File: src/mips_pkg.sv
/* mips32 subset shared types.
   opcode and funct codes, control mux encodings and the decoder control word. */
package mips_pkg;

	// primary opcode field, instr[31:26].
	typedef enum logic [5:0] {
		op_r_type = 6'b000000,
		op_j      = 6'b000010,
		op_jal    = 6'b000011,
		op_beq    = 6'b000100,
		op_bne    = 6'b000101,
		op_addi   = 6'b001000,
		op_lw     = 6'b100011,
		op_sw     = 6'b101011
	} opcode_e;

	// r-type function field, instr[5:0].
	typedef enum logic [5:0] {
		fn_jr  = 6'b001000,
		fn_add = 6'b100000,
		fn_sub = 6'b100010,
		fn_and = 6'b100100,
		fn_or  = 6'b100101,
		fn_slt = 6'b101010
	} funct_e;

	// alu class picked by the decoder.
	typedef enum logic [1:0] {
		class_mem     = 2'b00,
		class_branch  = 2'b01,
		class_arith   = 2'b10,
		class_invalid = 2'b11
	} alu_class_e;

	typedef enum logic [2:0] {
		alu_and = 3'b000,
		alu_or  = 3'b001,
		alu_add = 3'b010,
		alu_sub = 3'b110,
		alu_slt = 3'b111
	} alu_fn_e;

	// destination register select.
	typedef enum logic [1:0] {
		dst_rt      = 2'b00,
		dst_rd      = 2'b01,
		dst_ra      = 2'b10,
		dst_invalid = 2'b11
	} reg_dst_e;

	// write-back source select.
	typedef enum logic [1:0] {
		wb_alu      = 2'b00,
		wb_mem      = 2'b01,
		wb_pc_plus4 = 2'b10,
		wb_invalid  = 2'b11
	} mem_to_reg_e;

	// msb enables the branch, lsb set means equal.
	typedef enum logic [1:0] {
		br_off       = 2'b00,
		br_not_equal = 2'b10,
		br_equal     = 2'b11
	} branch_e;

	typedef enum logic [1:0] {
		jmp_none     = 2'b00,
		jmp_target   = 2'b01,
		jmp_register = 2'b10,
		jmp_invalid  = 2'b11
	} jump_e;

	typedef struct packed {
		alu_class_e  alu_class;
		mem_to_reg_e mem_to_reg;
		logic        mem_write;
		logic        mem_read;
		branch_e     branch;
		logic        alu_src;
		reg_dst_e    reg_dst;
		logic        reg_write;
		jump_e       jump;
	} ctrl_t;

endpackage

File: src/main_decoder.sv
/* main control unit.
   decodes opcode and funct into the control word and flags illegal opcodes. */
`timescale 1ns/1ps

module main_decoder import mips_pkg::*; (
	input  opcode_e opcode,
	input  funct_e  funct,
	output ctrl_t   ctrl,
	output logic    err_illegal_opcode
);

	logic is_jr;

	// jr shares the r-type opcode.
	assign is_jr = (funct == fn_jr);

	always_comb begin
		err_illegal_opcode = 1'b0;
		case (opcode)
			op_r_type: begin
				ctrl = '{alu_class: class_arith, alu_src: 1'b0, mem_to_reg: wb_alu,
					mem_read: 1'b0, mem_write: 1'b0, reg_dst: dst_rd,
					reg_write: !is_jr, branch: br_off,
					jump: is_jr ? jmp_register : jmp_none};
			end
			op_lw: begin
				ctrl = '{alu_class: class_mem, alu_src: 1'b1, mem_to_reg: wb_mem,
					mem_read: 1'b1, mem_write: 1'b0, reg_dst: dst_rt,
					reg_write: 1'b1, branch: br_off, jump: jmp_none};
			end
			op_sw: begin
				ctrl = '{alu_class: class_mem, alu_src: 1'b1, mem_to_reg: wb_invalid,
					mem_read: 1'b0, mem_write: 1'b1, reg_dst: dst_invalid,
					reg_write: 1'b0, branch: br_off, jump: jmp_none};
			end
			op_beq: begin
				ctrl = '{alu_class: class_branch, alu_src: 1'b0, mem_to_reg: wb_invalid,
					mem_read: 1'b0, mem_write: 1'b0, reg_dst: dst_invalid,
					reg_write: 1'b0, branch: br_equal, jump: jmp_none};
			end
			op_bne: begin
				ctrl = '{alu_class: class_branch, alu_src: 1'b0, mem_to_reg: wb_invalid,
					mem_read: 1'b0, mem_write: 1'b0, reg_dst: dst_invalid,
					reg_write: 1'b0, branch: br_not_equal, jump: jmp_none};
			end
			op_addi: begin
				// immediate add reuses the address adder.
				ctrl = '{alu_class: class_mem, alu_src: 1'b1, mem_to_reg: wb_alu,
					mem_read: 1'b0, mem_write: 1'b0, reg_dst: dst_rt,
					reg_write: 1'b1, branch: br_off, jump: jmp_none};
			end
			op_j: begin
				ctrl = '{alu_class: class_invalid, alu_src: 1'b0, mem_to_reg: wb_invalid,
					mem_read: 1'b0, mem_write: 1'b0, reg_dst: dst_invalid,
					reg_write: 1'b0, branch: br_off, jump: jmp_target};
			end
			op_jal: begin
				// link address goes to register 31.
				ctrl = '{alu_class: class_invalid, alu_src: 1'b0, mem_to_reg: wb_pc_plus4,
					mem_read: 1'b0, mem_write: 1'b0, reg_dst: dst_ra,
					reg_write: 1'b1, branch: br_off, jump: jmp_target};
			end
			default: begin
				// no-op with the pc stepping by four.
				ctrl = '{alu_class: class_invalid, alu_src: 1'b0, mem_to_reg: wb_invalid,
					mem_read: 1'b0, mem_write: 1'b0, reg_dst: dst_invalid,
					reg_write: 1'b0, branch: br_off, jump: jmp_none};
				err_illegal_opcode = 1'b1;
			end
		endcase
	end

endmodule

File: src/alu_control.sv
/* alu operation select.
   maps the decoder's alu class and the funct field to an alu function. */
`timescale 1ns/1ps

module alu_control import mips_pkg::*; (
	input  alu_class_e alu_class,
	input  funct_e     funct,
	output alu_fn_e    alu_fn
);

	always_comb begin
		case (alu_class)
			class_mem:    alu_fn = alu_add;
			// compare for beq and bne.
			class_branch: alu_fn = alu_sub;
			class_arith: begin
				case (funct)
					fn_sub:  alu_fn = alu_sub;
					fn_and:  alu_fn = alu_and;
					fn_or:   alu_fn = alu_or;
					fn_slt:  alu_fn = alu_slt;
					// add, jr and unknown functs.
					default: alu_fn = alu_add;
				endcase
			end
			default:      alu_fn = alu_add;
		endcase
	end

endmodule

File: src/alu.sv
/* 32-bit alu.
   add, subtract, and, or and signed set-less-than, with a zero flag. */
`timescale 1ns/1ps

module alu import mips_pkg::*; (
	input  logic [31:0] a,
	input  logic [31:0] b,
	input  alu_fn_e     alu_fn,
	output logic [31:0] result,
	output logic        zero
);

	always_comb begin
		case (alu_fn)
			alu_and: result = a & b;
			alu_or:  result = a | b;
			alu_sub: result = a - b;
			// signed compare, result is 0 or 1.
			alu_slt: result = {31'd0, $signed(a) < $signed(b)};
			default: result = a + b;
		endcase
	end

	// drives the branch decision.
	assign zero = (result == 32'd0);

endmodule

File: src/reg_file.sv
/* general register file.
   32 registers, two combinational read ports, one write port, r0 reads zero. */
`timescale 1ns/1ps

module reg_file (
	input  logic        clk,
	input  logic        arst_n,
	input  logic [4:0]  rs_addr,
	input  logic [4:0]  rt_addr,
	input  logic [4:0]  wr_addr,
	input  logic        wr_en,
	input  logic [31:0] wr_data,
	output logic [31:0] rs_data,
	output logic [31:0] rt_data
);

	// r0 has no storage.
	logic [31:0] regs [1:31];

	always_ff @(posedge clk or negedge arst_n) begin
		if (!arst_n) begin
			for (int i = 1; i < 32; i++) begin
				regs[i] <= 32'd0;
			end
		end else if (wr_en && wr_addr != 5'd0) begin
			regs[wr_addr] <= wr_data;
		end
	end

	assign rs_data = (rs_addr == 5'd0) ? 32'd0 : regs[rs_addr];
	assign rt_data = (rt_addr == 5'd0) ? 32'd0 : regs[rt_addr];

endmodule

File: src/pc_unit.sv
/* program counter.
   holds the pc and picks the next one for sequential flow, branches and jumps. */
`timescale 1ns/1ps

module pc_unit import mips_pkg::*; (
	input  logic        clk,
	input  logic        arst_n,
	input  branch_e     branch,
	input  jump_e       jump,
	input  logic        zero,
	input  logic [15:0] imm,
	input  logic [25:0] target,
	input  logic [31:0] rs_data,
	output logic [31:0] pc,
	output logic [31:0] pc_plus4
);

	logic [31:0] pc_next;
	logic [31:0] imm_ext;
	logic [31:0] branch_target;
	logic        taken;

	assign pc_plus4 = pc + 32'd4;
	assign imm_ext = {{16{imm[15]}}, imm};
	// word offset relative to the next instruction.
	assign branch_target = pc_plus4 + {imm_ext[29:0], 2'b00};

	assign taken = (branch == br_equal && zero) || (branch == br_not_equal && !zero);

	always_comb begin
		if (jump == jmp_register) begin
			pc_next = rs_data;
		end else if (jump == jmp_target) begin
			// stays in the current 256 MB region.
			pc_next = {pc_plus4[31:28], target, 2'b00};
		end else if (taken) begin
			pc_next = branch_target;
		end else begin
			pc_next = pc_plus4;
		end
	end

	always_ff @(posedge clk or negedge arst_n) begin
		if (!arst_n) begin
			pc <= 32'd0;
		end else begin
			pc <= pc_next;
		end
	end

endmodule

File: src/mips_core.sv
/* single-cycle mips32 subset core.
   decoder, alu path, register file and pc unit around external memory ports. */
`timescale 1ns/1ps

module mips_core import mips_pkg::*; (
	input  logic        clk,
	input  logic        arst_n,
	output logic [31:0] imem_addr,
	input  logic [31:0] instr,
	output logic [31:0] dmem_addr,
	output logic [31:0] dmem_wdata,
	output logic        dmem_we,
	output logic        dmem_re,
	input  logic [31:0] dmem_rdata,
	output logic        err_illegal_opcode
);

	ctrl_t       ctrl;
	alu_fn_e     alu_fn;
	logic [4:0]  rs;
	logic [4:0]  rt;
	logic [4:0]  rd;
	logic [15:0] imm;
	logic [31:0] imm_ext;
	logic [31:0] rs_data;
	logic [31:0] rt_data;
	logic [31:0] alu_b;
	logic [31:0] alu_result;
	logic        alu_zero;
	logic [4:0]  wr_addr;
	logic [31:0] wr_data;
	logic [31:0] pc;
	logic [31:0] pc_plus4;

	// instruction fields.
	assign rs = instr[25:21];
	assign rt = instr[20:16];
	assign rd = instr[15:11];
	assign imm = instr[15:0];
	assign imm_ext = {{16{imm[15]}}, imm};

	main_decoder u_decoder (
		.opcode             (opcode_e'(instr[31:26])),
		.funct              (funct_e'(instr[5:0])),
		.ctrl               (ctrl),
		.err_illegal_opcode (err_illegal_opcode)
	);

	alu_control u_alu_control (
		.alu_class (ctrl.alu_class),
		.funct     (funct_e'(instr[5:0])),
		.alu_fn    (alu_fn)
	);

	// second operand is rt or the immediate.
	assign alu_b = ctrl.alu_src ? imm_ext : rt_data;

	alu u_alu (
		.a      (rs_data),
		.b      (alu_b),
		.alu_fn (alu_fn),
		.result (alu_result),
		.zero   (alu_zero)
	);

	always_comb begin
		case (ctrl.reg_dst)
			dst_rt:  wr_addr = rt;
			dst_rd:  wr_addr = rd;
			dst_ra:  wr_addr = 5'd31;
			default: wr_addr = 5'd0;
		endcase
	end

	always_comb begin
		case (ctrl.mem_to_reg)
			wb_mem:      wr_data = dmem_rdata;
			wb_pc_plus4: wr_data = pc_plus4;
			default:     wr_data = alu_result;
		endcase
	end

	reg_file u_reg_file (
		.clk     (clk),
		.arst_n  (arst_n),
		.rs_addr (rs),
		.rt_addr (rt),
		.wr_addr (wr_addr),
		.wr_en   (ctrl.reg_write),
		.wr_data (wr_data),
		.rs_data (rs_data),
		.rt_data (rt_data)
	);

	pc_unit u_pc_unit (
		.clk      (clk),
		.arst_n   (arst_n),
		.branch   (ctrl.branch),
		.jump     (ctrl.jump),
		.zero     (alu_zero),
		.imm      (imm),
		.target   (instr[25:0]),
		.rs_data  (rs_data),
		.pc       (pc),
		.pc_plus4 (pc_plus4)
	);

	assign imem_addr = pc;

	// data memory port.
	assign dmem_addr = alu_result;
	assign dmem_wdata = rt_data;
	assign dmem_we = ctrl.mem_write;
	assign dmem_re = ctrl.mem_read;

endmodule

File: config.mk
export PLATFORM = sky130hd
export DESIGN_NAME = mips_core
export DESIGN_NICKNAME = d
export VERILOG_FILES = /design/src/mips_pkg.sv /design/src/main_decoder.sv /design/src/alu_control.sv /design/src/alu.sv /design/src/reg_file.sv /design/src/pc_unit.sv /design/src/mips_core.sv
export SDC_FILE = /design/constraint.sdc
export NUM_CORES = 2
export LEC_CHECK = 0
export BUFFER_PORTS_ARGS = -buffer_cell sky130_fd_sc_hd__buf_2
export CAP_MARGIN = 20
export CORE_ASPECT_RATIO = 1.1
export CORE_UTILIZATION = 45
export DETAILED_ROUTE_END_ITERATION = 6
export PLACE_DENSITY = 0.7
export SKIP_CTS_REPAIR_TIMING = 1
export SLEW_MARGIN = 20
export SYNTH_ARGS = -nofsm -noshare
export SYNTH_HDL_FRONTEND = slang
export SYNTH_SLANG_ARGS = --single-unit
File: constraint.sdc
create_clock -name clk -period 9 [get_ports clk]
set_input_delay 0.9 -clock clk [delete_from_list [all_inputs] [get_ports clk]]
set_output_delay 0.9 -clock clk [all_outputs]
set_load 0.005 [all_outputs]
### Word level (Yosys, flattened, before mapping)

Index checks and enable logic that the tools add are counted.

| operators by class | value |
|---|---|
| add/subtract/negate cells | 4 |
| $lt $le $gt $ge | 5 |
| eq/ne operators | 25 |
| multiplexer cells | 23 |
| bitwise gates (word level) | 5 |
| reductions and logical operators | 15 |

Operators by type and width:

| operator | count |
|---|---|
| $bwmux 992 | 1 |
| $mux 32 | 11 |
| $bmux 32 s5 | 2 |
| $demux 32 s5 | 1 |
| $pmux 32 s4 | 1 |
| $pmux 14 s8 | 1 |
| $add 32x32->32 | 2 |
| $pmux 32 s2 | 1 |
| $eq 6x6->1 const B | 6 |
| $add 32x3->32 const B | 1 |
| $and 32x32->32 | 1 |
| $logic_not 32->1 | 1 |
| $lt 32x32->1 | 1 |
| $or 32x32->32 | 1 |
| $sub 32x32->32 | 1 |
| $ge 6x6->1 const B | 3 |
| $not 5->6 | 3 |
| $pmux 5 s3 | 1 |
| $eq 2x2->1 const B | 6 |
| $eq 6x2->1 const B | 2 |
| $eq 6x3->1 const B | 2 |
| $eq 6x4->1 const B | 2 |
| $pmux 3 s4 | 1 |
| $logic_not 5->1 | 2 |
| other kinds (15) | 23 |

| storage, ports and cells | value |
|---|---|
| register bits | 1024 |
| input port bits | 66 |
| output and inout port bits | 99 |
| word-level logic and storage cells | 109 |

### Logic depth before layout (Yosys ltp)

| logic depth | value |
|---|---|
| depth after elaboration | 15 |
| depth in mapped cells | 27 |
| mapped depth without buffers | 23 |

### Cells and area by module

Synthesis repeated with hierarchy kept, for this count alone.

| second synthesis, totals | value |
|---|---|
| cells, all modules | 5237 |
| area, all modules | 64680.8 sq um |

By module, submodules not included:

| module | instances | cells an instance | area each (sq um) | seq. area each (sq um) |
|---|---|---|---|---|
| reg_file | 1 | 3612 | 53491.3 | 24823.8 |
| alu | 1 | 890 | 5771.8 | 0.0 |
| pc_unit | 1 | 499 | 3932.5 | 800.8 |
| mips_core | 1 | 179 | 1109.8 | 0.0 |
| main_decoder | 1 | 42 | 256.5 | 0.0 |
| alu_control | 1 | 15 | 118.9 | 0.0 |

### Worst setup path after synthesis

Ideal clock, no wire load.

| path | value |
|---|---|
| kind | in2reg |
| start | input instr[16] |
| end | register u_pc_unit.pc[23] |
| setup time | 124 ps |
| data arrival time | 7436 ps |
| required time | 8876 ps |
| slack | 1440 ps |
| stages on the path | 26 |
| path buffers | 5 |
| path through | clkbuf_1 -> clkbuf_1 -> buf_1 -> mux4_2 -> mux4_2 -> mux2_2 -> nor2b_1 -> a21oi_1 -> inv_1 -> ha_1 -> fa_1 -> or2_2 -> a221oi_1 -> o2111a_1 -> o2111ai_1 -> a21oi_1 -> o311ai_0 -> a21oi_1 -> o21bai_1 -> or3_1 -> or4_4 -> o21ai_2 -> buf_6 -> buf_6 -> a21oi_1 -> o31a_1 |

| on the way | value |
|---|---|
| longest elaborated chain between the ends | 15 |
| elaborated cells on any way between the ends | 21 |
| classes of those cells | add/sub: 2; order compare: 1; mux: 9; bitwise: 3; reduce/logical: 6 |

Ends and longest elaborated chain:

| element | line | text |
|---|---|---|
| from (decl) | mips_core.sv:9 | `input logic [31:0] instr,` |
| $not 5->6 (implied by the code) | reg_file.sv:31 | `assign rt_data = (rt_addr == 5'd0) ? 32'd0 : regs[rt_addr];` |
| $bmux 32 s5 | reg_file.sv:31 |  |
| $mux 32 (implied by the code) (2 in series) | reg_file.sv:31 |  |
| $mux 32 * | reg_file.sv:31 |  |
| via dmem_wdata[0] | mips_core.sv:11 | `output logic [31:0] dmem_wdata,` |
| $mux 32 * | mips_core.sv:56 | `assign alu_b = ctrl.alu_src ? imm_ext : rt_data;` |
| $add 32x32->32 (tied with other cells) | alu.sv:20 | `default: result = a + b;` |
| $pmux 32 s4 * | alu.sv:14 | `case (alu_fn)` |
| via dmem_addr[0] | mips_core.sv:10 | `output logic [31:0] dmem_addr,` |
| $logic_not 32->1 * | alu.sv:25 | `assign zero = (result == 32'd0);` |
| $logic_not 1->1 | pc_unit.sv:28 | `assign taken = (branch == br_equal && zero) \|\| (branch == br_not_equal && !zero);` |
| $logic_and 1x1->1 | pc_unit.sv:28 |  |
| $logic_or 1x1->1 * | pc_unit.sv:28 |  |
| $mux 32 * | pc_unit.sv:36 | `end else if (taken) begin` |
| $mux 32 * | pc_unit.sv:33 | `end else if (jump == jmp_target) begin` |
| $mux 32 * | pc_unit.sv:31 | `if (jump == jmp_register) begin` |
| via u_pc_unit.pc_next[23] | pc_unit.sv:18 | `logic [31:0] pc_next;` |
| to (signal assigned) | pc_unit.sv:47 | `pc <= pc_next;` |
| to (decl) | pc_unit.sv:14 | `output logic [31:0] pc,` |

The timed path passes the listed nets; every way through them passes the cells marked *. The select of a mux whose other input is x is not followed.
A chain may end at the register's enable or synchronous reset.

### Worst setup path in the final report

| path | value |
|---|---|
| start | input instr[21] |
| end | output dmem_addr[30] |

| on the way | value |
|---|---|
| longest elaborated chain between the ends | 7 |
| elaborated cells on any way between the ends | 11 |
| classes of those cells | add/sub: 2; mux: 5; bitwise: 3; reduce/logical: 1 |

Ends and longest elaborated chain:

| element | line | text |
|---|---|---|
| $not 5->6 (implied by the code) | reg_file.sv:30 | `assign rs_data = (rs_addr == 5'd0) ? 32'd0 : regs[rs_addr];` |
| $bmux 32 s5 | reg_file.sv:30 |  |
| $mux 32 (implied by the code) (2 in series) | reg_file.sv:30 |  |
| $mux 32 * | reg_file.sv:30 |  |
| $add 32x32->32 (tied with other cells) | alu.sv:20 |  |
| $pmux 32 s4 * | alu.sv:14 |  |
| to (decl) | mips_core.sv:10 |  |

Mark *: on every way between the ends. The rest lies on a longest branch, timed or not. The select of a mux whose other input is x is not followed.

==> metrics.txt <==
outcome=finished clean; worst-path fanout max=73; dpl hpwl=123000 µm; Post-synth top flop=dfrtp_1; Critical-path top delay cell=o311ai_0; GR Util met2=0.466; sequential share of the synthesized area=0.421; cell mode on critical path=mux4_2; Num CTS Buffers=100; Final ANT Viol Nets=0; met1 GRT Util=0.399; Syn Nets=5998; GRT overflow=0; relative slew slack=0.192; worst-path cell chain=buf_8 -> buf_4 -> mux4_2 -> mux4_2 -> mux2i_1 -> ha_1 -> inv_1 -> a311oi_1 -> o21ai_0 -> o2111ai_1 -> a21oi_1 -> o311ai_0 -> a32o_1 -> nor3b_1 -> a31oi_1 -> buf_2; Worst-Margin Slew=1.21 ns; crit path DAT=7.12 ns; ys async rst share=1.00; Max IR drop VDD=0.000151 V; clock-pin slew on the worst setup and hold paths=0.06 ns; CP Buf/Inv Count=4; starting density of the core=0.454; CTS Sinks=1024; Synth Register Bits=1024; Total GRT Usage=0.298; Total Wirelength=204000 µm; Leak Pwr=29.2 nW; unrepaired setup endpoints after global routing=no; share of cells above drive strength 1=0.219; Setup Crit Path Kind=primary input to output pin; IO Port Bufs=164; Post-Syn Area per Cell=10.5 µm²; vias in the first global route=48300; drt wl/cell=27.1 µm; CP max stage delay=0.63 ns; Area after DPL=0.0637 mm²; die height=388 µm; post-layout min period=8.02 ns; Non-Filler Cell Area, Final=0.0673 mm²; cell count after synthesis=5796; I/O Pins=165; root buffer selected by CTS=clkbuf_16; DRC Markers=0; antenna violations before repair=3; Critical Path Source Type=primary input; number of synthesized flops with an enable pin=0; Synth cell types=94; GP Congestion=0.981; Via Count=48800; busiest grt layer=met2; Synth Cell Area=0.0609 mm²; Synth-to-Final Area Change=10.4%; Critical Path RT=8.10 ns; ANT cells=0; Clock Latency Late Sink=0.72 ns; Final Skew=0.0400 ns; fmax=125 MHz; reg-to-reg slack, setup=1.96 ns; 1st-iter DRT viols=5910; cell family with most CP delay=compound AO/OA/AOI/OAI gates; clk buf depth=3; crit path capture type=output pin; worst min path class=primary input to asynchronous set/reset pin; total die area=0.137 mm²; vias per cell=6.46; largest net degree at the start of global routing=178; Cell Rows=141; grt met3 use=0.0552; total of max-cap violations=0; die span in x=353 µm; P per Cell Area=163 mW/mm²; H-tree levels=3; setup violators final=0; Pre-Repair DR Iteration Count=6; Nets=5884; filler cell count=11700; Synthesis Warnings=0; Final Hold Viols=0; CORE AREA=0.134 mm²; first-pass GRT wire length=308000 µm; Final period util=0.891; setup TNS=0 ns; CTS tree=done; max-slew violations=0
[layout by cell type, fill, tap and decap left out, types with 13 or more instances in the layout]
master,netlist,final
clkbuf_8,0,23
mux2_2,81,81
clkbuf_1,435,20
a21oi_1,164,131
dfrtp_1,1024,1024
clkbuf_16,0,103
mux4_2,576,576
a31oi_1,27,27
nor3_1,39,37
inv_1,117,117
o21ai_0,1087,1087
nor2_1,152,150
a211oi_1,22,21
nand2_1,1136,1105
nand3_1,44,44
nor4_1,16,16
o31a_1,13,13
a22o_1,66,66
a21o_1,33,33
xor2_1,20,20
ha_1,133,131
nand2b_1,31,31
a22oi_1,36,36
o211ai_1,23,23
o22ai_1,14,14
nand2_4,0,27
nor2b_1,29,27
nor3b_1,14,14
a21oi_2,2,32
xnor2_1,42,42
buf_4,0,145
or3_1,16,16
buf_2,27,154
o21a_1,30,30
clkinv_2,0,13
mux2i_1,52,52
and3_1,26,26
nand4_1,15,15
buf_12,0,13
[registers in the layout (all words and copies together) (netlist names)]
signal,cells
u_pc_unit.pc,32
u_reg_file.regs,992
[cell type report]
| class | instances | area (µm²) | area share |
|---|---|---|---|
| sequential | 1024 | 25600 | 0.381 |
| clock buffer | 146 | 2970 | 0.0441 |
| inverter | 117 | 439 | 0.00653 |
| multi-input combinational | 4118 | 33200 | 0.494 |
| timing repair buffer | 321 | 2260 | 0.0335 |
| clock inverter | 36 | 542 | 0.00805 |
| tap | 1787 | 2240 | 0.0332 |
[logic make-up after synthesis]
| family | synth area share |
|---|---|
| and+or+nand+nor | 0.108 |
| AOI/OAI and AO/OA | 0.156 |
| DFF | 0.421 |
| xor gates and xnor gates | 0.00891 |
| adders and majority gates | 0.0283 |
| buffers and inverters | 0.0416 |
| muxes | 0.236 |
[stage by stage]
| step | cells | total power (W) | worst slack, ns | utilization | hold WS, ns |
|---|---|---|---|---|---|
| after CTS | 7548 | 0.0110 | 1.11 | 0.501 | 0.181 |
| after global routing | 7549 | 0.0113 | 0.615 | 0.501 | 0.211 |
| after floorplan | 5796 | 0.00592 | 1.44 | - | 0.460 |
| after global placement | 7366 | 0.00646 | 0.850 | 0.474 | 0.473 |
| after detailed placement | 7366 | 0.00647 | 0.810 | 0.475 | 0.484 |
| final | 7549 | 0.0110 | 0.982 | 0.501 | 0.159 |
[metal layers]
| layer | vias to the layer above | wire (µm) |
|---|---|---|
| li1 | 21000 | - |
| met1 | 24500 | 78200 |
| met2 | 2763 | 94300 |
| met3 | 537 | 20900 |
| met4 | 2 | 11000 |
| met5 | - | 13 |
[synthesized netlist by cell type (13+ instances only)]
master	count	area [µm²]
o211ai_1	23	173
buf_2	27	135
buf_1	69	259
clkbuf_1	435	1630
o21a_1	30	225
o22ai_1	14	87.6
nand2b_1	31	194
nor2_1	152	571
o21ai_0	1087	5440
inv_1	117	439
a31oi_1	27	169
and3_1	26	163
o31a_1	13	114
nor3b_1	14	105
a21oi_1	164	821
nand4_1	15	93.8
dfrtp_1	1024	25600
nand3_1	44	220
mux4_2	576	13000
mux2_2	81	912
nor4_1	16	100
mux2i_1	52	521
nor2b_1	29	181
a21o_1	33	248
a22oi_1	36	270
a211oi_1	22	165
xor2_1	20	175
nor3_1	39	195
nand2_1	1136	4260
ha_1	133	1660
xnor2_1	42	368
or3_1	16	100
a22o_1	66	578
[power breakdown]
group / internal, W / switching (W) / leakage, nW
Combinational: 0.000648 / 0.00100 / 13.2
Sequential: 0.00468 / 0.0000938 / 14.2
Clock: 0.00264 / 0.00191 / 1.73
[final timing paths]
| kind | from | endpoint | depth (start not counted) |
|---|---|---|---|
| setup / recovery | instr[21] | dmem_addr[30] | 16 |
| hold / removal | arst_n | u_reg_file.regs[349] | 1 |
| setup reg to reg | u_reg_file.regs[96] | u_pc_unit.pc[30] | 22 |
| hold reg to reg | u_reg_file.regs[153] | u_reg_file.regs[153] | 2 |
| max in group asynchronous | arst_n | u_reg_file.regs[425] | 3 |
| min in group clk | u_reg_file.regs[153] | u_reg_file.regs[153] | 2 |
Note: power is estimated with default switching activity, not from simulation.
